===== src/source/dma_pkg.sv =====
package dma_pkg;

  //////////////////////////////////////////////////
  // widths

  localparam int ADDR_W  = 64;   // host address
  localparam int LEN_W   = 32;   // bytes per command
  localparam int COUNT_W = 32;   // event counters
  localparam int TOTAL_W = 48;   // running length total
  localparam int DATA_W  = 512;  // one stream word
  localparam int CHAN_W  = 1;    // enough for rd + wr

  typedef logic [ADDR_W-1:0]  addr_t;
  typedef logic [LEN_W-1:0]   len_t;
  typedef logic [COUNT_W-1:0] count_t;
  typedef logic [TOTAL_W-1:0] total_len_t;
  typedef logic [DATA_W-1:0]  data_t;
  typedef logic [CHAN_W-1:0]  chan_t;

  // channel numbering
  localparam chan_t CHAN_RD = 1'b0;  // host to card
  localparam chan_t CHAN_WR = 1'b1;  // card to host

  //////////////////////////////////////////////////
  // bundles

  // command from the user side, 97 bits
  typedef struct packed {
    chan_t chan;
    len_t  len;
    addr_t addr;
  } dma_cmd_t;

  // descriptor bypass toward the engine, 97 bits
  typedef struct packed {
    logic  load;  // one-cycle strobe
    addr_t addr;
    len_t  len;
  } dsc_byp_t;

  // one stream beat, 514 bits
  typedef struct packed {
    logic  valid;
    logic  last;  // closes a packet
    data_t data;
  } data_beat_t;

  // statistics register select
  typedef enum logic [2:0] {
    STAT_CMD    = 3'd0,
    STAT_LOAD   = 3'd1,
    STAT_WORD   = 3'd2,
    STAT_PKG    = 3'd3,
    STAT_LEN_LO = 3'd4,  // total[31:0]
    STAT_LEN_HI = 3'd5   // total[47:32], zero extended
  } stat_sel_e;

endpackage


===== src/source/dma_stats_readout.sv =====
`timescale 1ns/1ns

// one registered read port over all channel counters
module dma_stats_readout #(
  parameter int N_CHANNELS = 2
) (
  input  logic                                    pcie_clk,
  input  logic                                    pcie_aresetn,
  input  dma_pkg::chan_t                          stat_chan,
  input  dma_pkg::stat_sel_e                      stat_sel,
  input  dma_pkg::count_t     [N_CHANNELS-1:0]    cmd_count,
  input  dma_pkg::count_t     [N_CHANNELS-1:0]    load_count,
  input  dma_pkg::count_t     [N_CHANNELS-1:0]    word_count,
  input  dma_pkg::count_t     [N_CHANNELS-1:0]    pkg_count,
  input  dma_pkg::total_len_t [N_CHANNELS-1:0]    len_total,
  output dma_pkg::count_t                         stat_rdata
);

  dma_pkg::total_len_t total_sel;  // length total of the picked channel
  dma_pkg::count_t     rdata_d;

  //////////////////////////////////////////////////
  // select

  always_comb begin
    total_sel = '0;
    rdata_d   = '0;  // bad channel or bad sel reads 0
    if (int'(stat_chan) < N_CHANNELS) begin
      total_sel = len_total[stat_chan];
      case (stat_sel)
        dma_pkg::STAT_CMD:    rdata_d = cmd_count[stat_chan];
        dma_pkg::STAT_LOAD:   rdata_d = load_count[stat_chan];
        dma_pkg::STAT_WORD:   rdata_d = word_count[stat_chan];
        dma_pkg::STAT_PKG:    rdata_d = pkg_count[stat_chan];
        dma_pkg::STAT_LEN_LO: rdata_d = total_sel[31:0];
        dma_pkg::STAT_LEN_HI: rdata_d = dma_pkg::count_t'(total_sel[47:32]);  // upper 16 zero
        default:              rdata_d = '0;
      endcase
    end
  end

  //////////////////////////////////////////////////
  // output register

  // data valid one cycle after chan/sel are presented
  always_ff @(posedge pcie_clk) begin
    if (!pcie_aresetn) begin
      stat_rdata <= '0;
    end else begin
      stat_rdata <= rdata_d;
    end
  end

endmodule


===== config.mk =====
export PLATFORM = sky130hd
export DESIGN_NAME = dma_stats_readout
export DESIGN_NICKNAME = d
export VERILOG_FILES = /design/src/source/dma_pkg.sv /design/src/source/dma_stats_readout.sv
export SDC_FILE = /design/constraint.sdc
export NUM_CORES = 1
export LEC_CHECK = 0
export ABC_AREA = 1
export BUFFER_PORTS_ARGS = -buffer_cell sky130_fd_sc_hd__buf_2
export CAP_MARGIN = 20
export CORE_AREA = 2 2 153 155
export CTS_CLUSTER_DIAMETER = 50
export DETAILED_ROUTE_END_ITERATION = 12
export DIE_AREA = 0 0 155 157
export GPL_ROUTABILITY_DRIVEN = 0
export HOLD_SLACK_MARGIN = 0.12
export PLACE_DENSITY_LB_ADDON = 0.15
export SETUP_SLACK_MARGIN = 0.15
export SLEW_MARGIN = 20
export SYNTH_ARGS = -nofsm -noshare
export SYNTH_HDL_FRONTEND = slang
export SYNTH_SLANG_ARGS = --single-unit

===== constraint.sdc =====
create_clock -name pcie_clk -period 1.3 [get_ports pcie_clk]
set_clock_uncertainty 0.1 [all_clocks]
set_input_delay 0.13 -clock pcie_clk [delete_from_list [all_inputs] [get_ports pcie_clk]]
set_output_delay 0.13 -clock pcie_clk [all_outputs]
set_load 0.02 [all_outputs]

==> results of run 1 <==
## power groups by stage
| stage | clock network, mW | registers (mW) | logic [mW] |
|---|---|---|---|
| after global placement | 0 | 1.10 | 1.97 |
| after detailed placement | 0 | 1.10 | 1.95 |
| after global routing | 1.51 | 1.09 | 2.17 |
| final | 1.43 | 1.08 | 1.93 |
| after CTS | 1.48 | 1.08 | 1.96 |
| after floorplan | 0 | 1.19 | 0.799 |
## how the worst max path moves through the flow
stage                                   from                         to  slack, ns  depth (start not counted)
finish              stat_rdata[4]$_SDFF_PN0_              stat_rdata[4]       0.19                          1
global route                       stat_chan  stat_rdata[10]$_SDFF_PN0_       0.15                         10
CTS                 stat_rdata[4]$_SDFF_PN0_              stat_rdata[4]       0.18                          1
detailed placement                 stat_chan   stat_rdata[8]$_SDFF_PN0_      -0.08                          9
global placement                   stat_chan  stat_rdata[12]$_SDFF_PN0_      -0.06                          9
floorplan                          stat_chan  stat_rdata[10]$_SDFF_PN0_       0.15                         10
## metrics by stage
step	area (um2)	hold WS [ns]	cells	total power, mW
CTS	7080	0.131	1640	4.53
global route	7090	0.185	1640	4.77
floorplan	4280	0.212	969	1.99
finish	7090	0.137	1641	4.44
detailed placement	6910	0.440	1632	3.06
global placement	6910	0.430	1632	3.07
## synth_stat cells
master                     count
sky130_fd_sc_hd__dfxtp_1      32
sky130_fd_sc_hd__nand2_1     772
sky130_fd_sc_hd__buf_2        47
sky130_fd_sc_hd__inv_1        20
sky130_fd_sc_hd__buf_4         2
sky130_fd_sc_hd__a21oi_1      16
sky130_fd_sc_hd__nand3_1      16
sky130_fd_sc_hd__nor2_2        1
sky130_fd_sc_hd__nor2_1       53
sky130_fd_sc_hd__inv_2         1
sky130_fd_sc_hd__clkbuf_1      9
## layout by cell type (no fill, tap or decap), drive strengths merged
master / n
buf: 436
a21oi: 16
nand3: 16
diode: 1
dfxtp: 32
clkinv: 1
clkinvlp: 1
bufinv: 1
nor2: 54
clkbuf: 5
nand2: 772
inv: 21
## kinds of logic after synthesis
| group | after synthesis | share of synthesized area [%] |
|---|---|---|
| AOI/OAI and AO/OA | 16 | 1.88 |
| and+or+nand+nor | 842 | 74.6 |
| DFF | 32 | 15.0 |
| buffers and inverters | 79 | 8.50 |
## layout make-up
cell class | instances | area, um2
Fill cell | 2667 | 15400
Multi-Input combinational cell | 858 | 3300
Timing Repair Buffer | 436 | 2540
Sequential cell | 32 | 641
Tap cell | 285 | 357
Clock buffer | 5 | 125
Inverter | 21 | 83.8
Clock inverter | 3 | 42.5
Antenna cell | 1 | 2.50
## per-layer routing
layer / vias up / global-route usage (%) / wire (um)
met5: - / 0 / 0
met2: 284 / 38.7 / 12900
li1: 3637 / - / -
met1: 2869 / 19.2 / 9030
met3: 29 / 4.10 / 1700
met4: 0 / 6.13 / 609
==> impl_metrics.tcl, run 1 <==
set metrics [dict create \
    final_max_slew_viol_count 0 \
    tritoncts "done" \
    ir_worst_vdd_mv 0.596 \
    cts_hold_buf 0 \
    wirelength_um 24200 \
    cts_root_buf "sky130_fd_sc_hd__clkbuf_16" \
    critical_path_cell_by_cell "buf_2" \
    sequential_share_of_power_pct 24.3 \
    initial_utilization_pct 19.0 \
    criticalPathCategory "reg -> out" \
    largest_register_ffs 32 \
    hold_path_depth 7 \
    drt_first_pass_iters 5 \
    final_period_minus_worst_setup_slack_ns 1.11 \
    worst-endpoint-arrival_ns 0.88 \
    die-area_um2 24300 \
    synth_cell_type_count 11 \
    status "complete, no violations" \
    number_of_cts_inserted_buffers 5 \
    timing.max_slew.rel_slack_pct 84.1 \
    syn_area_um2 4270 \
    row_count 55 \
    grt_util_all_layers_pct 19.1 \
    yosys_warnings 0 \
    post_cts_resized 0 \
    cp.required_ns 1.07 \
    crit_path_capture_type "output pin" \
    post_route_cells_drive_above_1_share_pct 33.3 \
    vias 6819 \
    grt_first_pass_wirelength_um 35700 \
    setup_violations 0 \
    flops_latches_synth 32 \
    post-place-ws_ns -0.0804 \
    maximum_number_of_pins_on_one_net_before_global_route_repair 57 \
    syn_to_final_growth_pct 66.3 \
    clock_power_share_pct 32.2 \
    top_level_ports 390 \
    sinks_on_the_clock_net 32 \
    io_buffer_count 389 \
    critical_path.max_fanout 1 \
    syn_nets 1327 \
    floorplan.die.width_um 155 \
    timing.critical_path.slowest_cell_delay_ns 0.39 \
    hold_viol 0 \
    timing.critical_path.from_type "register" \
    path_delay_family "flip-flops" \
    synth_top_area_share_pct 67.9 \
    slowest_stage "sky130_fd_sc_hd__dfxtp_1" \
    cap_violations 0 \
    cell_internal_pwr_mw 2.83 \
    cp.buffers_inverters 1 \
    biggest_register "stat_rdata" \
    top_regs "stat_rdata (32)" \
    drt_iter0_drc 399 \
    comb_power_share_pct 43.4 \
    post_drt_wl_per_cell_um 14.7 \
    rsz_0062_raised_after_global_routing "yes" \
    power_density_of_the_placed_cells_nw_per_um2 625 \
    worst_setup_hold_path_clk_slew_ns 0.06 \
    finalCoreUtilization_pct 31.5 \
    ctsLongestPathBuffers 2 \
    placeableCoreArea_um2 22500 \
    vert_die_dim_um 157 \
    syn_inst 969 \
    slew_worst_pin_ns 0.239 \
    holdCritStartpoint "cmd_count[28]" \
    final.period_utilization_pct 85.6 \
    holdCritPathClass "in -> reg" \
    dp_hpwl_um 20400 \
    post_cts_setup_driven_buffer_insertion_count 0 \
    min_delay_worst_endpoint "stat_rdata[28]$_SDFF_PN0_" \
    globalRouteOverflowTotal 0 \
    seq_area_frac_synth_pct 15.0 \
    standby_leakage_power_nw 4.59 \
    via_count_of_the_first_global_routing_pass 6868 \
    fin_nets 1712 \
    p_switching_mw 1.61 \
    antenna_found_initial 0 \
    achievable-frequency_mhz 898 \
    synth_largest_area_cell "sky130_fd_sc_hd__nand2_1" \
    drt_antenna_net_count 0 \
    setup_slack_ns 0.187 \
    synth.avg_cell_area_um2 4.40 \
    cts_max_level 2 \
    finalSetupTns_ns 0 \
    drc_errors 0 \
    post_drt_via_cell_ratio 4.16 \
    sw_frac_of_total_pct 36.2 \
    synth_area_leaders "sky130_fd_sc_hd__nand2_1, sky130_fd_sc_hd__dfxtp_1, sky130_fd_sc_hd__buf_2, sky130_fd_sc_hd__nor2_1, sky130_fd_sc_hd__a21oi_1" \
]
Power figures use the tool's default switching activity.
==> inputs of run 2 (changes only) <==
--- a/config.mk
+++ b/config.mk
@@ -20,3 +20,4 @@
 export SYNTH_ARGS = -nofsm -noshare
 export SYNTH_HDL_FRONTEND = slang
 export SYNTH_SLANG_ARGS = --single-unit
+export TNS_END_PERCENT = 50
==> constraint.sdc (replaced) <==
create_clock -name pcie_clk -period 1.3 [get_ports pcie_clk]
set_clock_uncertainty 0.1 [all_clocks]
set_input_delay 0.13 -clock pcie_clk [delete_from_list [all_inputs] [get_ports pcie_clk]]
set_output_delay 0.13 -clock pcie_clk [all_outputs]
set_load 0.005 [all_outputs]
==> impl_metrics.tcl, run 2 (synthesis gave the netlist of run 1 again) <==
set metrics [dict create \
    ctsLongestPathBuffers 2 \
    top_level_ports 390 \
    cts_max_level 2 \
    power_mw 4.35 \
    rsz_0062_raised_after_global_routing "yes" \
    placed_cells_incl_taps 1632 \
    post_cts_setup_driven_buffer_insertion_count 0 \
    post_drt_wl_per_cell_um 14.7 \
    area.sequential_um2 641 \
    grt_util_all_layers_pct 19.1 \
    critical_path.startpoint "stat_rdata[4]$_SDFF_PN0_" \
    globalRouteOverflowTotal 0 \
    initial_utilization_pct 19.0 \
    via_count_of_the_first_global_routing_pass 6868 \
    io_buffer_count 389 \
    cts_root_buf "sky130_fd_sc_hd__clkbuf_16" \
    final_cell_area_um2 7090 \
    number_of_cts_inserted_buffers 5 \
    drc_errors 0 \
    fin_nets 1712 \
    instances_no_fill 1641 \
    critical_path.max_fanout 1 \
    setup_violations 0 \
    cts_hold_buf 0 \
    slowest_stage "sky130_fd_sc_hd__dfxtp_1" \
    cap_violations 0 \
    worst_setup_hold_path_clk_slew_ns 0.06 \
    holdCritPathClass "in -> reg" \
    drt_iter0_drc 398 \
    hold_viol 0 \
    final_max_slew_viol_count 0 \
    final_period_minus_worst_setup_slack_ns 1.06 \
    timing.critical_path.slowest_cell_delay_ns 0.39 \
    holdCritStartpoint "cmd_count[28]" \
    cp.buffers_inverters 1 \
    sinks_on_the_clock_net 32 \
    top_regs "stat_rdata (32)" \
    drt_antenna_net_count 0 \
    syn_to_final_growth_pct 66.1 \
    post_cts_resized 0 \
    multi_input_area_um2 3300 \
    achievable-frequency_mhz 942 \
    timing.critical_path.from_type "register" \
    row_count 55 \
    standby_leakage_power_nw 4.59 \
    placeableCoreArea_um2 22500 \
    biggest_register "stat_rdata" \
    hold-worst-slack_ns 0.136 \
    largest_register_ffs 32 \
    most-common-layout-cells "sky130_fd_sc_hd__nand2_1, sky130_fd_sc_hd__buf_2, sky130_fd_sc_hd__nor2_1" \
    finalSetupTns_ns 0 \
    power_density_of_the_placed_cells_nw_per_um2 614 \
    status "complete, no violations" \
    critical_path_cell_by_cell "buf_2" \
    crit_path_capture_type "output pin" \
    wirelength_um 24200 \
    post_route_cells_drive_above_1_share_pct 33.3 \
    worst-endpoint-arrival_ns 0.83 \
    maximum_number_of_pins_on_one_net_before_global_route_repair 57 \
    drt_first_pass_iters 5 \
    fillers 2667 \
    detailed_place.area_um2 6910 \
    path_delay_family "flip-flops" \
    ir_worst_vdd_mv 0.596 \
    post_drt_via_cell_ratio 4.17 \
    floorplan.die.width_um 155 \
    vert_die_dim_um 157 \
    dp_hpwl_um 20400 \
    final_common_cell "sky130_fd_sc_hd__nand2_1" \
    grt_first_pass_wirelength_um 35700 \
    die-area_um2 24300 \
    criticalPathCategory "reg -> out" \
    tritoncts "done" \
    antenna_found_initial 0 \
    slew_worst_pin_ns 0.255 \
    cp.required_ns 1.07 \
    timing.max_slew.rel_slack_pct 83.0 \
    vias 6843 \
    final.period_utilization_pct 81.6 \
]
run 2: cell type report:
type,instances,area share (%)
Tap cell,285,5.03
Clock buffer,5,1.77
Clock inverter,3,0.600
Sequential cell,32,9.04
Timing Repair Buffer,436,35.8
Inverter,21,1.18
Multi-Input combinational cell,858,46.6
Antenna cell,1,0.0353
run 2: worst paths after layout:
check | slack [ns] | end | cells after the start
min | 0.14 | stat_rdata[28]$_SDFF_PN0_ | 7
max | 0.24 | stat_rdata[4] | 1
run 2: per-layer routing:
metal / global-route usage [%] / vias up / routed length (um)
li1: - / 3636 / -
met1: 19.2 / 2879 / 9020
met2: 38.7 / 299 / 12800
met3: 4.10 / 29 / 1730
met4: 6.13 / 0 / 609
met5: 0 / - / 0
run 2: report_power, final:
group	total (mW)	leakage, nW	switching [mW]	internal (mW)
registers	1.08	0.263	0.0265	1.05
logic	1.84	4.24	0.970	0.871
clock network	1.43	0.0798	0.529	0.902
run 2: through the flow:
stage                     util [%]  worst slack [ns]
after floorplan                  -             0.146
after global placement        30.7           -0.0622
after detailed placement      30.7           -0.0804
after CTS                     31.5             0.231
after global routing          31.5             0.138
final                         31.5             0.239
