<file path="src/source/dma_pkg.sv">
package dma_pkg;

  //////////////////////////////////////////////////
  // widths

  localparam int ADDR_W  = 64;   // host address
  localparam int LEN_W   = 32;   // bytes per command
  localparam int COUNT_W = 32;   // event counters
  localparam int TOTAL_W = 48;   // running length total
  localparam int DATA_W  = 512;  // one stream word
  localparam int CHAN_W  = 1;    // enough for rd + wr

  typedef logic [ADDR_W-1:0]  addr_t;
  typedef logic [LEN_W-1:0]   len_t;
  typedef logic [COUNT_W-1:0] count_t;
  typedef logic [TOTAL_W-1:0] total_len_t;
  typedef logic [DATA_W-1:0]  data_t;
  typedef logic [CHAN_W-1:0]  chan_t;

  // channel numbering
  localparam chan_t CHAN_RD = 1'b0;  // host to card
  localparam chan_t CHAN_WR = 1'b1;  // card to host

  //////////////////////////////////////////////////
  // bundles

  // command from the user side, 97 bits
  typedef struct packed {
    chan_t chan;
    len_t  len;
    addr_t addr;
  } dma_cmd_t;

  // descriptor bypass toward the engine, 97 bits
  typedef struct packed {
    logic  load;  // one-cycle strobe
    addr_t addr;
    len_t  len;
  } dsc_byp_t;

  // one stream beat, 514 bits
  typedef struct packed {
    logic  valid;
    logic  last;  // closes a packet
    data_t data;
  } data_beat_t;

  // statistics register select
  typedef enum logic [2:0] {
    STAT_CMD    = 3'd0,
    STAT_LOAD   = 3'd1,
    STAT_WORD   = 3'd2,
    STAT_PKG    = 3'd3,
    STAT_LEN_LO = 3'd4,  // total[31:0]
    STAT_LEN_HI = 3'd5   // total[47:32], zero extended
  } stat_sel_e;

endpackage

</file>
<file path="src/source/dma_channel.sv">
`timescale 1ns/1ns

// one dma channel: descriptor bypass, data pass-through, stats
module dma_channel (
  input  logic                 pcie_clk,
  input  logic                 pcie_aresetn,
  // command side
  input  dma_pkg::dma_cmd_t    cmd,
  input  logic                 cmd_valid,
  input  logic                 byp_ready,
  output dma_pkg::dsc_byp_t    byp,
  // stream
  input  dma_pkg::data_beat_t  data_in,
  output logic                 data_in_ready,
  output dma_pkg::data_beat_t  data_out,
  input  logic                 data_out_ready,
  // statistics
  input  logic                 len_clr,
  output dma_pkg::count_t      cmd_count,
  output dma_pkg::count_t      load_count,
  output dma_pkg::count_t      word_count,
  output dma_pkg::count_t      pkg_count,
  output dma_pkg::total_len_t  len_total,
  output logic                 flushed
);

  logic             cmd_accept;  // cmd handshake this cycle
  logic             word_fire;   // beat handshake this cycle
  logic             load_q;
  dma_pkg::addr_t   addr_q;
  dma_pkg::len_t    len_q;

  //////////////////////////////////////////////////
  // descriptor bypass

  assign cmd_accept = cmd_valid & byp_ready;  // ready comes straight from the engine

  // load strobe, exactly one cycle per accepted cmd
  always_ff @(posedge pcie_clk) begin
    if (!pcie_aresetn) begin
      load_q <= 1'b0;
    end else begin
      load_q <= cmd_accept;
    end
  end

  // addr/len hold their last value between loads
  always_ff @(posedge pcie_clk) begin
    if (cmd_accept) begin
      addr_q <= cmd.addr;
      len_q  <= cmd.len;
    end
  end

  assign byp.load = load_q;
  assign byp.addr = addr_q;
  assign byp.len  = len_q;

  //////////////////////////////////////////////////
  // data stream

  assign data_out      = data_in;          // no buffering
  assign data_in_ready = data_out_ready;   // backpressure passes straight up
  assign word_fire     = data_in.valid & data_out_ready;

  //////////////////////////////////////////////////
  // statistics

  // all counters wrap
  always_ff @(posedge pcie_clk) begin
    if (!pcie_aresetn) begin
      cmd_count  <= '0;
      load_count <= '0;
      word_count <= '0;
      pkg_count  <= '0;
    end else begin
      if (cmd_accept) begin
        cmd_count <= cmd_count + 1'b1;
      end
      if (load_q) begin
        load_count <= load_count + 1'b1;  // counts the strobe, not the accept
      end
      if (word_fire) begin
        word_count <= word_count + 1'b1;
        if (data_in.last) begin
          pkg_count <= pkg_count + 1'b1;  // end of packet
        end
      end
    end
  end

  // running byte total, clear beats a same-cycle add
  always_ff @(posedge pcie_clk) begin
    if (!pcie_aresetn) begin
      len_total <= '0;
    end else if (len_clr) begin
      len_total <= '0;
    end else if (cmd_accept) begin
      len_total <= len_total + dma_pkg::total_len_t'(cmd.len);
    end
  end

  // one cycle behind the counters
  // starts at 1 since both counts are 0 out of reset
  always_ff @(posedge pcie_clk) begin
    if (!pcie_aresetn) begin
      flushed <= 1'b1;
    end else begin
      flushed <= (cmd_count == pkg_count);
    end
  end

endmodule

</file>
<file path="config.mk">
export PLATFORM = sky130hd
export DESIGN_NAME = dma_channel
export DESIGN_NICKNAME = d
export VERILOG_FILES = /design/src/source/dma_pkg.sv /design/src/source/dma_channel.sv
export SDC_FILE = /design/constraint.sdc
export NUM_CORES = 1
export LEC_CHECK = 0
export ABC_AREA = 1
export BUFFER_PORTS_ARGS = -buffer_cell sky130_fd_sc_hd__buf_2
export CORE_AREA = 2 2 551 553
export CTS_CLUSTER_DIAMETER = 50
export DETAILED_ROUTE_END_ITERATION = 8
export DIE_AREA = 0 0 553 555
export PLACE_DENSITY = 0.3
export SYNTH_ARGS = -nofsm -noshare
export SYNTH_HDL_FRONTEND = slang
export SYNTH_SLANG_ARGS = --single-unit
</file>
<file path="constraint.sdc">
create_clock -name pcie_clk -period 5.1 [get_ports pcie_clk]
set_input_delay 0.51 -clock pcie_clk [delete_from_list [all_inputs] [get_ports pcie_clk]]
set_output_delay 0.51 -clock pcie_clk [all_outputs]
set_load 0.005 [all_outputs]
</file>
==> reports/metrics.csv, run 1 <==
metric,value,unit
clk slew on worst S/H paths,0.06,ns
minimum clock period,2.57,ns
dpl cell area,0.0214,mm²
clk_lat worst skew,0.64,ns
CP Capture Type,flip-flop,
"Avg Cell Area, Syn",7.48,µm²
clock network fraction of design power,53.8,%
initial antenna violation count,5,
Peak Freq,390,MHz
Final Hold Vio Count,0,
Fillers,35527,
initial core utilization,6.14,%
drt total wl,181000,µm
synthesis-to-layout area growth,26.8,%
share of layout cells above drive strength 1,22.0,%
pin count of the biggest net entering global routing,105,
Hold EP,addr_q[2],
total number of vias,15570,
Worst Setup Slack post-DPL,2.08,ns
Yosys top cell area share,21.0,%
overall die width,553,µm
"most common cell after layout, fill and taps aside",nand2_1,
cts bufs inserted,47,
power share of the combinational group,7.6,%
yosys warns,0,
H-tree depth,2,
Chip Height,555,µm
Leak,8.57,nW
Residual DRC,0,
Setup Crit Path Kind,reg -> reg,
crit path launch type,flip-flop,
NetSw,1.66,mW
Least-Margin Pin Slew,0.883,ns
reg2reg path depth,12,
Max clock buf depth,3,
Post-DRT Antenna Nets,0,
reg-to-reg endpoint,len_total[46],
internal power,4.45,mW
Mapped Cells,2473,
Root Driver,clkbuf_16,
Total Power,6.11,mW
Slew headroom,41.1,%
Final Slew Violations,0,
clock sinks,274,
Hold Path Origin,cmd[2],
HP Class,in -> reg,
Iter 0 DRT Violations,804,
global-route wire length before repair,215000,µm
power density cells,260,mW/mm²
Synth cell types,47,
Sw Share,27.1,%
DR WL/cell,28.2,µm
status,finished clean,
"commonest non-fill, non-tap cells in the layout","472 x nand2_1, 380 x buf_2, 266 x nor2_1",
CP Max Fanout,4,
Synth area leaders,"buf_4 21%, dfxtp_1 19%, edfxtp_1 16%",
WP data arrival,3.07,ns
GP Congestion,1.07,
cell taking the most area after synthesis,buf_4,
core area,0.301,mm²
fin nets,3053,
Seq pwr share,38.7,%
vias in the first global route,14889,
final period utilization,50.3,%
syn nets,3127,
CTS tree,done,
worst r2r src,len_total[0],
Hold Path Depth,1,
RSZ-0062 raised after global routing,no,
"Setup violations, final",0,
Synth Cell Area,0.0185,mm²
setup TNS,0,ns
DR pass1 iterations,5,
Cell Rows,202,
Die Footprint,0.307,mm²
Buffers on Ports,380,
Post-DP HPWL,167000,µm
peak supply drop,0.222,mV
R2R Setup Slk,2.53,ns
GRT overflow,0,
Final Worst Setup Slack,2.53,ns
design area,0.0235,mm²
Total Routing Usage GR,11.3,%
Fin Clk Skew,0.0346,ns
Worst Path Required,5.60,ns
"Seq/Total Area, Yosys",34.8,%
Max-Cap Viols,0,
postcts setup bufs,0,
routed vias/inst,2.43,
Synth Register Bits,274,
I/O pin count,1406,
## cell type report
| type | instances | area (µm²) | area share, % |
|---|---|---|---|
| Multi-Input combinational cell | 1386 | 7060 | 30.1 |
| Clock inverter | 28 | 328 | 1.40 |
| Tap cell | 3978 | 4980 | 21.2 |
| Antenna cell | 3 | 7.51 | 0.0320 |
| Clock buffer | 60 | 1260 | 5.39 |
| Timing Repair Buffer | 429 | 2390 | 10.2 |
| Sequential cell | 274 | 6450 | 27.5 |
| Inverter | 261 | 988 | 4.21 |
## worst max-delay path by stage
stage,startpoint,to,slack (ns),cells past startpoint
after global placement,cmd[64],len_total[46],2.08,13
after floorplan,cmd_valid,addr_q[0],0.85,4
after global routing,len_total[0],len_total[46],2.30,12
after detailed placement,cmd[64],len_total[38],2.08,13
final,len_total[0],len_total[46],2.53,12
after CTS,len_total[0],len_total[46],2.45,12
## metal layers
layer	wire [µm]	track usage [%]	up-vias	share of wire [%]
li1	-	-	7270	-
met1	32000	5.56	6888	18
met2	98500	22.0	1330	54
met3	47500	13.9	80	26
met4	2830	1.81	2	1.6
met5	13	0.0156	-	0.0072
## power by group through the flow
stage / registers (mW) / logic [mW] / clock network, mW
2_1_floorplan: 2.42 / 0.530 / 0
3_3_place_gp: 2.41 / 0.458 / 0
3_5_place_dp: 2.41 / 0.454 / 0
4_1_cts: 2.36 / 0.482 / 3.44
5_1_grt: 2.37 / 0.520 / 3.50
6_report: 2.36 / 0.463 / 3.29
## flip-flops by register name, summed over array words and instances (netlist names), 32 cells and up
| register | flops |
|---|---|
| len_q | 32 |
| len_total | 48 |
| word_count | 32 |
| pkg_count | 32 |
| cmd_count | 32 |
| addr_q | 64 |
| load_count | 32 |
## critical path: stages, from the launching register on
cell	delay, ns
dfxtp_1	0.32
ha_1	0.27
fa_1	0.48
nand3_1	0.10
nand3_1	0.18
nand2_1	0.11
nand2_1	0.14
nand2_1	0.10
nand3_1	0.18
nand2_1	0.11
nand2_1	0.19
a21oi_1	0.19
nor2_1	0.06
## cell families (layout without fill, tap and decap cells)
kind of cell,after synthesis,count (layout),share of synthesized area (%)
AND/OR/NAND/NOR,1032,1032,24.9
buffers and inverters,813,778,27.0
flip-flops,274,274,34.8
AO/OA/AOI/OAI,228,228,6.44
XOR/XNOR,89,89,4.21
adder cells (fa/ha/maj),37,37,2.54
other,0,3,0
## per-stage QoR
step | utilization, % | hold WS (ns) | instances
after floorplan | - | 0.455 | 2473
after detailed placement | 7.12 | 0.458 | 6285
final | 7.79 | 0.0668 | 6419
after global placement | 7.12 | 0.451 | 6285
after CTS | 7.79 | 0.000348 | 6416
after global routing | 7.79 | 0.0200 | 6417
## cells in the mapped netlist, drive strengths merged
master / count
buf: 526
nand2: 484
nor2: 284
inv: 260
dfxtp: 178
a21oi: 127
nand3: 113
edfxtp: 96
o21ai: 81
nor3: 78
xor2: 48
nand4: 43
xnor2: 41
ha: 36
clkbuf: 26
nor4: 10
nor3b: 9
o21bai: 5
a31oi: 4
o2111ai: 4
o21a: 4
and2: 3
and3: 3
or2: 3
nand2b: 2
a211oi: 1
a21o: 1
clkinv: 1
fa: 1
o221ai: 1
## what timing repair did
item                                   CTS  global route
resized for setup                        0             0
endpoints found under the hold margin   43             0
hold buffers                            43             0
Power figures use the tool's default switching activity.
==> run 2: changes to the inputs <==
==> constraint.sdc (replaced) <==
create_clock -name pcie_clk -period 2.5 [get_ports pcie_clk]
set_input_delay 0.25 -clock pcie_clk [delete_from_list [all_inputs] [get_ports pcie_clk]]
set_output_delay 0.25 -clock pcie_clk [all_outputs]
set_load 0.005 [all_outputs]
==> reports/metrics.csv, run 2 (synthesized netlist as in run 1, its figures left out) <==
metric,value,unit,change
routed vias/inst,2.43,,+0.38%
peak supply drop,0.489,mV,+120%
global-route wire length before repair,220000,µm,+2.4%
cts bufs inserted,52,,+11%
CTS tree,done,,
postcts setup bufs,0,,unchanged
Fin Clk Skew,0.0446,ns,+0.0100 ns
biggest regs,"addr_q x64, len_total x48",,
vias in the first global route,15725,,+5.6%
crit path launch type,flip-flop,,
initial antenna violation count,4,,-1
Total Routing Usage GR,11.5,%,+0.20 points
"most common cell after layout, fill and taps aside",nand2_1,,
Root Driver,clkbuf_16,,
clock sinks,274,,unchanged
Max-Cap Viols,0,,unchanged
Buffers on Ports,380,,unchanged
Final Slew Violations,0,,unchanged
Peak Freq,438,MHz,+12%
R2R Setup Slk,0.22,ns,-2.32 ns
Leak,9.18,nW,+7.2%
clk_lat worst skew,0.67,ns,+0.03 ns
DR WL/cell,28.2,µm,+0.17%
Biggest register,addr_q,,
status,finished clean,,
Residual DRC,0,,unchanged
"commonest non-fill, non-tap cells in the layout","472 x nand2_1, 380 x buf_2, 266 x nor2_1",,
core area,0.301,mm²,unchanged
post-cts resize count,0,,unchanged
power density cells,553,mW/mm²,+110%
"Setup violations, final",0,,unchanged
setup TNS,0,ns,unchanged
drt total wl,184000,µm,+1.8%
# diodes,0,,-3
Post-DRT Antenna Nets,0,,unchanged
worst r2r src,len_total[17],,
Hold Path Depth,3,,+2
Largest register FFs,64,,unchanged
synthesis-to-layout area growth,33.4,%,
final period utilization,91.2,%,+41 points
clk slew on worst S/H paths,0.06,ns,about the same
CP Max Fanout,4,,unchanged
CP Capture Type,flip-flop,,
GP Congestion,1.06,,-0.45%
HP Class,in -> reg,,
H-tree depth,2,,unchanged
WP data arrival,2.79,ns,-0.28 ns
Die Footprint,0.307,mm²,unchanged
I/O pin count,1406,,unchanged
Max clock buf depth,3,,unchanged
Slew headroom,57.4,%,+16 points
Iter 0 DRT Violations,788,,-2.0%
Least-Margin Pin Slew,0.634,ns,-0.249 ns
total number of vias,15885,,+2.0%
Chip Height,555,µm,unchanged
Min Hold Slack,0.0844,ns,+0.0177 ns
pin count of the biggest net entering global routing,84,,-20%
Fillers,35492,,-0.099%
initial core utilization,6.14,%,unchanged
Hold Path Origin,cmd_valid,,
Worst Path Required,3.01,ns,-2.59 ns
RSZ-0062 raised after global routing,no,,
Final Hold Vio Count,0,,unchanged
Hold EP,len_q[2],,
DR pass1 iterations,5,,unchanged
hold buffer count at CTS,98,,+130%
overall die width,553,µm,unchanged
share of layout cells above drive strength 1,23.4,%,+1.4 points
Cell Rows,202,,unchanged
GRT overflow,0,,unchanged
Setup Crit Path Kind,reg -> reg,,
reg-to-reg endpoint,len_total[43],,
minimum clock period,2.28,ns,-0.284 ns
fin nets,3157,,+3.4%
Post-DP HPWL,169000,µm,+1.2%
reg2reg path depth,11,,-1
## run 2: worst max path at each step
stage / endpoint / start / depth (start not counted) / slack (ns)
global route: len_total[43] / len_total[17] / 12 / 0.02
detailed placement: len_total[36] / cmd[64] / 12 / 0.11
floorplan: addr_q[0] / cmd_valid / 4 / 0.14
CTS: len_total[43] / len_total[17] / 12 / 0.19
finish: len_total[43] / len_total[17] / 11 / 0.22
global placement: len_total[16] / cmd[64] / 13 / 0.007
## run 2: layer usage
metal  track usage (%)  wire length [µm]  vias up
met5             0.109                75        -
li1                  -                 -     7466
met3              13.9             47600       84
met1              5.78             33500     6972
met2              22.4            100000     1357
met4              1.77              2660        6
## run 2: metrics by stage
step	utilization [%]	worst slack, ns	instance area [µm²]	power (mW)	cells
floorplan	-	0.144	18500	6.01	2473
global placement	7.23	0.00716	21800	5.90	6329
detailed placement	7.23	0.109	21800	5.90	6329
CTS	8.19	0.188	24700	14.1	6524
global route	8.19	0.0191	24700	14.3	6524
finish	8.19	0.219	24700	13.7	6524
## run 2: report_power, final
group | internal (mW) | leakage (nW) | switching [mW]
registers | 4.76 | 2.34 | 0.0522
clock network | 4.83 | 0.912 | 2.94
logic | 0.430 | 5.93 | 0.644
total | 10.0 | 9.18 | 3.63
## run 2: area by class of cell
class                           instances  area [µm²]  area share [%]
Sequential cell                       274        6450            26.1
Multi-Input combinational cell       1386        7070            28.6
Clock buffer                           62        1410            5.71
Clock inverter                         35         494            2.00
Timing Repair Buffer                  528        3300            13.4
Inverter                              261         987            4.00
Tap cell                             3978        4980            20.2
## run 2: worst max-delay path, stage by stage, from the launching register on
cell and delay, ns:
dfxtp_1 0.33, ha_1 0.36, nand2_1 0.12, inv_1 0.07, nand2_1 0.06, nand2_1 0.09
a21oi_1 0.35, nand3_1 0.26, nand2_1 0.12, nand2_1 0.16, a21oi_1 0.17, nor2_1 0.06
==> run 3: changes to the inputs <==
==> constraint.sdc (replaced) <==
create_clock -name pcie_clk -period 2.3 [get_ports pcie_clk]
set_input_delay 0.23 -clock pcie_clk [delete_from_list [all_inputs] [get_ports pcie_clk]]
set_output_delay 0.23 -clock pcie_clk [all_outputs]
set_load 0.005 [all_outputs]
==> reports/metrics.csv, run 3 (synthesized netlist as in run 1, its figures left out) <==
metric,value,unit,change
status,finished clean,,
Iter 0 DRT Violations,840,,+6.6%
biggest regs,"addr_q x64, len_total x48",,
Seq pwr share,37.1,%,+1.8 points
Max-Cap Viols,0,,unchanged
clk slew on worst S/H paths,0.06,ns,about the same
overall die width,553,µm,unchanged
peak supply drop,0.483,mV,-1.2%
crit path launch type,flip-flop,,
Fillers,35425,,-0.19%
Multi-input gate area,0.00713,mm²,+0.85%
cts bufs inserted,51,,-1.9%
DR WL/cell,28.5,µm,+1.0%
RSZ-0062 raised after global routing,no,,
clk_lat worst skew,0.68,ns,about the same
HP Class,in -> reg,,
Final Slew Violations,0,,unchanged
power share of the combinational group,8.6,%,+0.7 points
Total Routing Usage GR,11.7,%,+0.19 points
initial core utilization,6.14,%,unchanged
global-route wire length before repair,223000,µm,+1.3%
Sw Share,27.9,%,+1.3 points
CP Capture Type,flip-flop,,
Fin Clk Skew,0.0598,ns,+0.0152 ns
postcts setup bufs,0,,unchanged
dpl cell area,0.0221,mm²,+1.2%
routing usage on met3,14.0,%,+0.12 points
share of layout cells above drive strength 1,25.0,%,+1.6 points
Chip Height,555,µm,unchanged
Post-DP HPWL,171000,µm,+1.5%
core area,0.301,mm²,unchanged
clock sinks,274,,unchanged
"most common cell after layout, fill and taps aside",nand2_1,,
Die Footprint,0.307,mm²,unchanged
# diodes,0,,unchanged
routed vias/inst,2.46,,+1.0%
DR pass1 iterations,5,,unchanged
WP data arrival,2.66,ns,-0.13 ns
clock network fraction of design power,54.3,%,-2.6 points
Residual DRC,0,,unchanged
vias in the first global route,15822,,+0.62%
total number of vias,16117,,+1.5%
"commonest non-fill, non-tap cells in the layout","468 x nand2_1, 380 x buf_2, 258 x nor2_1",,
Global Route met1 Usage,5.94,%,+0.16 points
GRT overflow,0,,unchanged
Post-DRT Antenna Nets,0,,unchanged
pin count of the biggest net entering global routing,95,,+13%
Register Area,0.00645,mm²,about the same
Max clock buf depth,3,,unchanged
final period utilization,93.8,%,+2.6 points
NetSw,3.94,mW,+8.5%
Setup Crit Path Kind,reg -> reg,,
grt peak-use layer,met2,,
Leak,9.26,nW,+0.86%
Buffers on Ports,380,,unchanged
"Setup violations, final",0,,unchanged
synthesis-to-layout area growth,34.1,%,
Slew headroom,54.4,%,-3.0 points
Final Hold Vio Count,0,,unchanged
GP Congestion,1.06,,-0.33%
H-tree depth,2,,unchanged
Worst Path Required,2.80,ns,-0.21 ns
Peak Freq,463,MHz,+5.7%
setup TNS,0,ns,unchanged
CP Max Fanout,4,,unchanged
initial antenna violation count,4,,unchanged
I/O pin count,1406,,unchanged
internal power,10.2,mW,+1.5%
minimum clock period,2.16,ns,-0.123 ns
Root Driver,clkbuf_16,,
drt total wl,187000,µm,+1.5%
Largest register FFs,64,,unchanged
Least-Margin Pin Slew,0.684,ns,+0.0499 ns
Biggest register,addr_q,,
GRT met2 Usage,22.8,%,+0.32 points
power density cells,569,mW/mm²,+2.8%
design area,0.0248,mm²,+0.53%
Cell Rows,202,,unchanged
CTS tree,done,,
fin nets,3187,,+0.95%
[run 3: layout make-up]
| class | instances | share of cell area (%) |
|---|---|---|
| clock buffers | 59 | 5.39 |
| clock inverters | 35 | 1.53 |
| inverters | 261 | 3.98 |
| multi-input cells | 1386 | 28.7 |
| flip-flops and latches | 274 | 26.0 |
| well taps | 3978 | 20.1 |
| repair buffers | 559 | 14.3 |
[run 3: metrics by stage]
step	setup slack [ns]	power, mW	instances	util [%]	hold slack (ns)
2_1_floorplan	0.395	6.53	2473	-	0.329
4_1_cts	0.0538	14.5	6552	8.21	0.00120
3_5_place_dp	-0.0283	6.45	6361	7.32	0.408
6_report	0.142	14.1	6552	8.24	0.0526
3_3_place_gp	-0.120	6.45	6361	7.32	0.408
5_1_grt	0.00253	14.8	6552	8.24	0.0520
[run 3: worst paths after layout]
path / end / slack (ns) / depth (start not counted) / from
min: cmd_count[23] / 0.05 / 4 / cmd_valid
max reg2reg: len_total[44] / 0.14 / 9 / len_total[17]
max: len_total[44] / 0.14 / 9 / len_total[17]
min reg2reg: load_count[31] / 0.46 / 2 / load_count[31]
[run 3: metal layers]
metal,up-vias,routed length (µm)
met4,6,2590
li1,7542,-
met5,-,405
met1,7156,34200
met2,1328,101000
met3,85,48300
[run 3: power by group through the flow]
stage	sequential, mW	combinational (mW)	clock (mW)
2_1_floorplan	5.35	1.18	0
3_3_place_gp	5.34	1.11	0
3_5_place_dp	5.34	1.11	0
6_report	5.24	1.21	7.67
5_1_grt	5.25	1.35	8.21
4_1_cts	5.24	1.25	8.05
[run 3: critical path, cell delays in order (launching register included)]
cell,delay [ns]
dfxtp_1,0.34
ha_1,0.35
a21oi_1,0.27
o21bai_1,0.17
a21oi_1,0.25
nand3_2,0.17
nand2_1,0.10
nand2_1,0.13
a21oi_1,0.15
nor2_1,0.06
[run 3: what timing repair did]
action / 4_1_cts / 5_1_grt
hold endpoints to repair: 97 / 0
resized for setup: 0 / 24
hold buffers: 97 / 0
endpoints found under the setup margin: 0 / 18
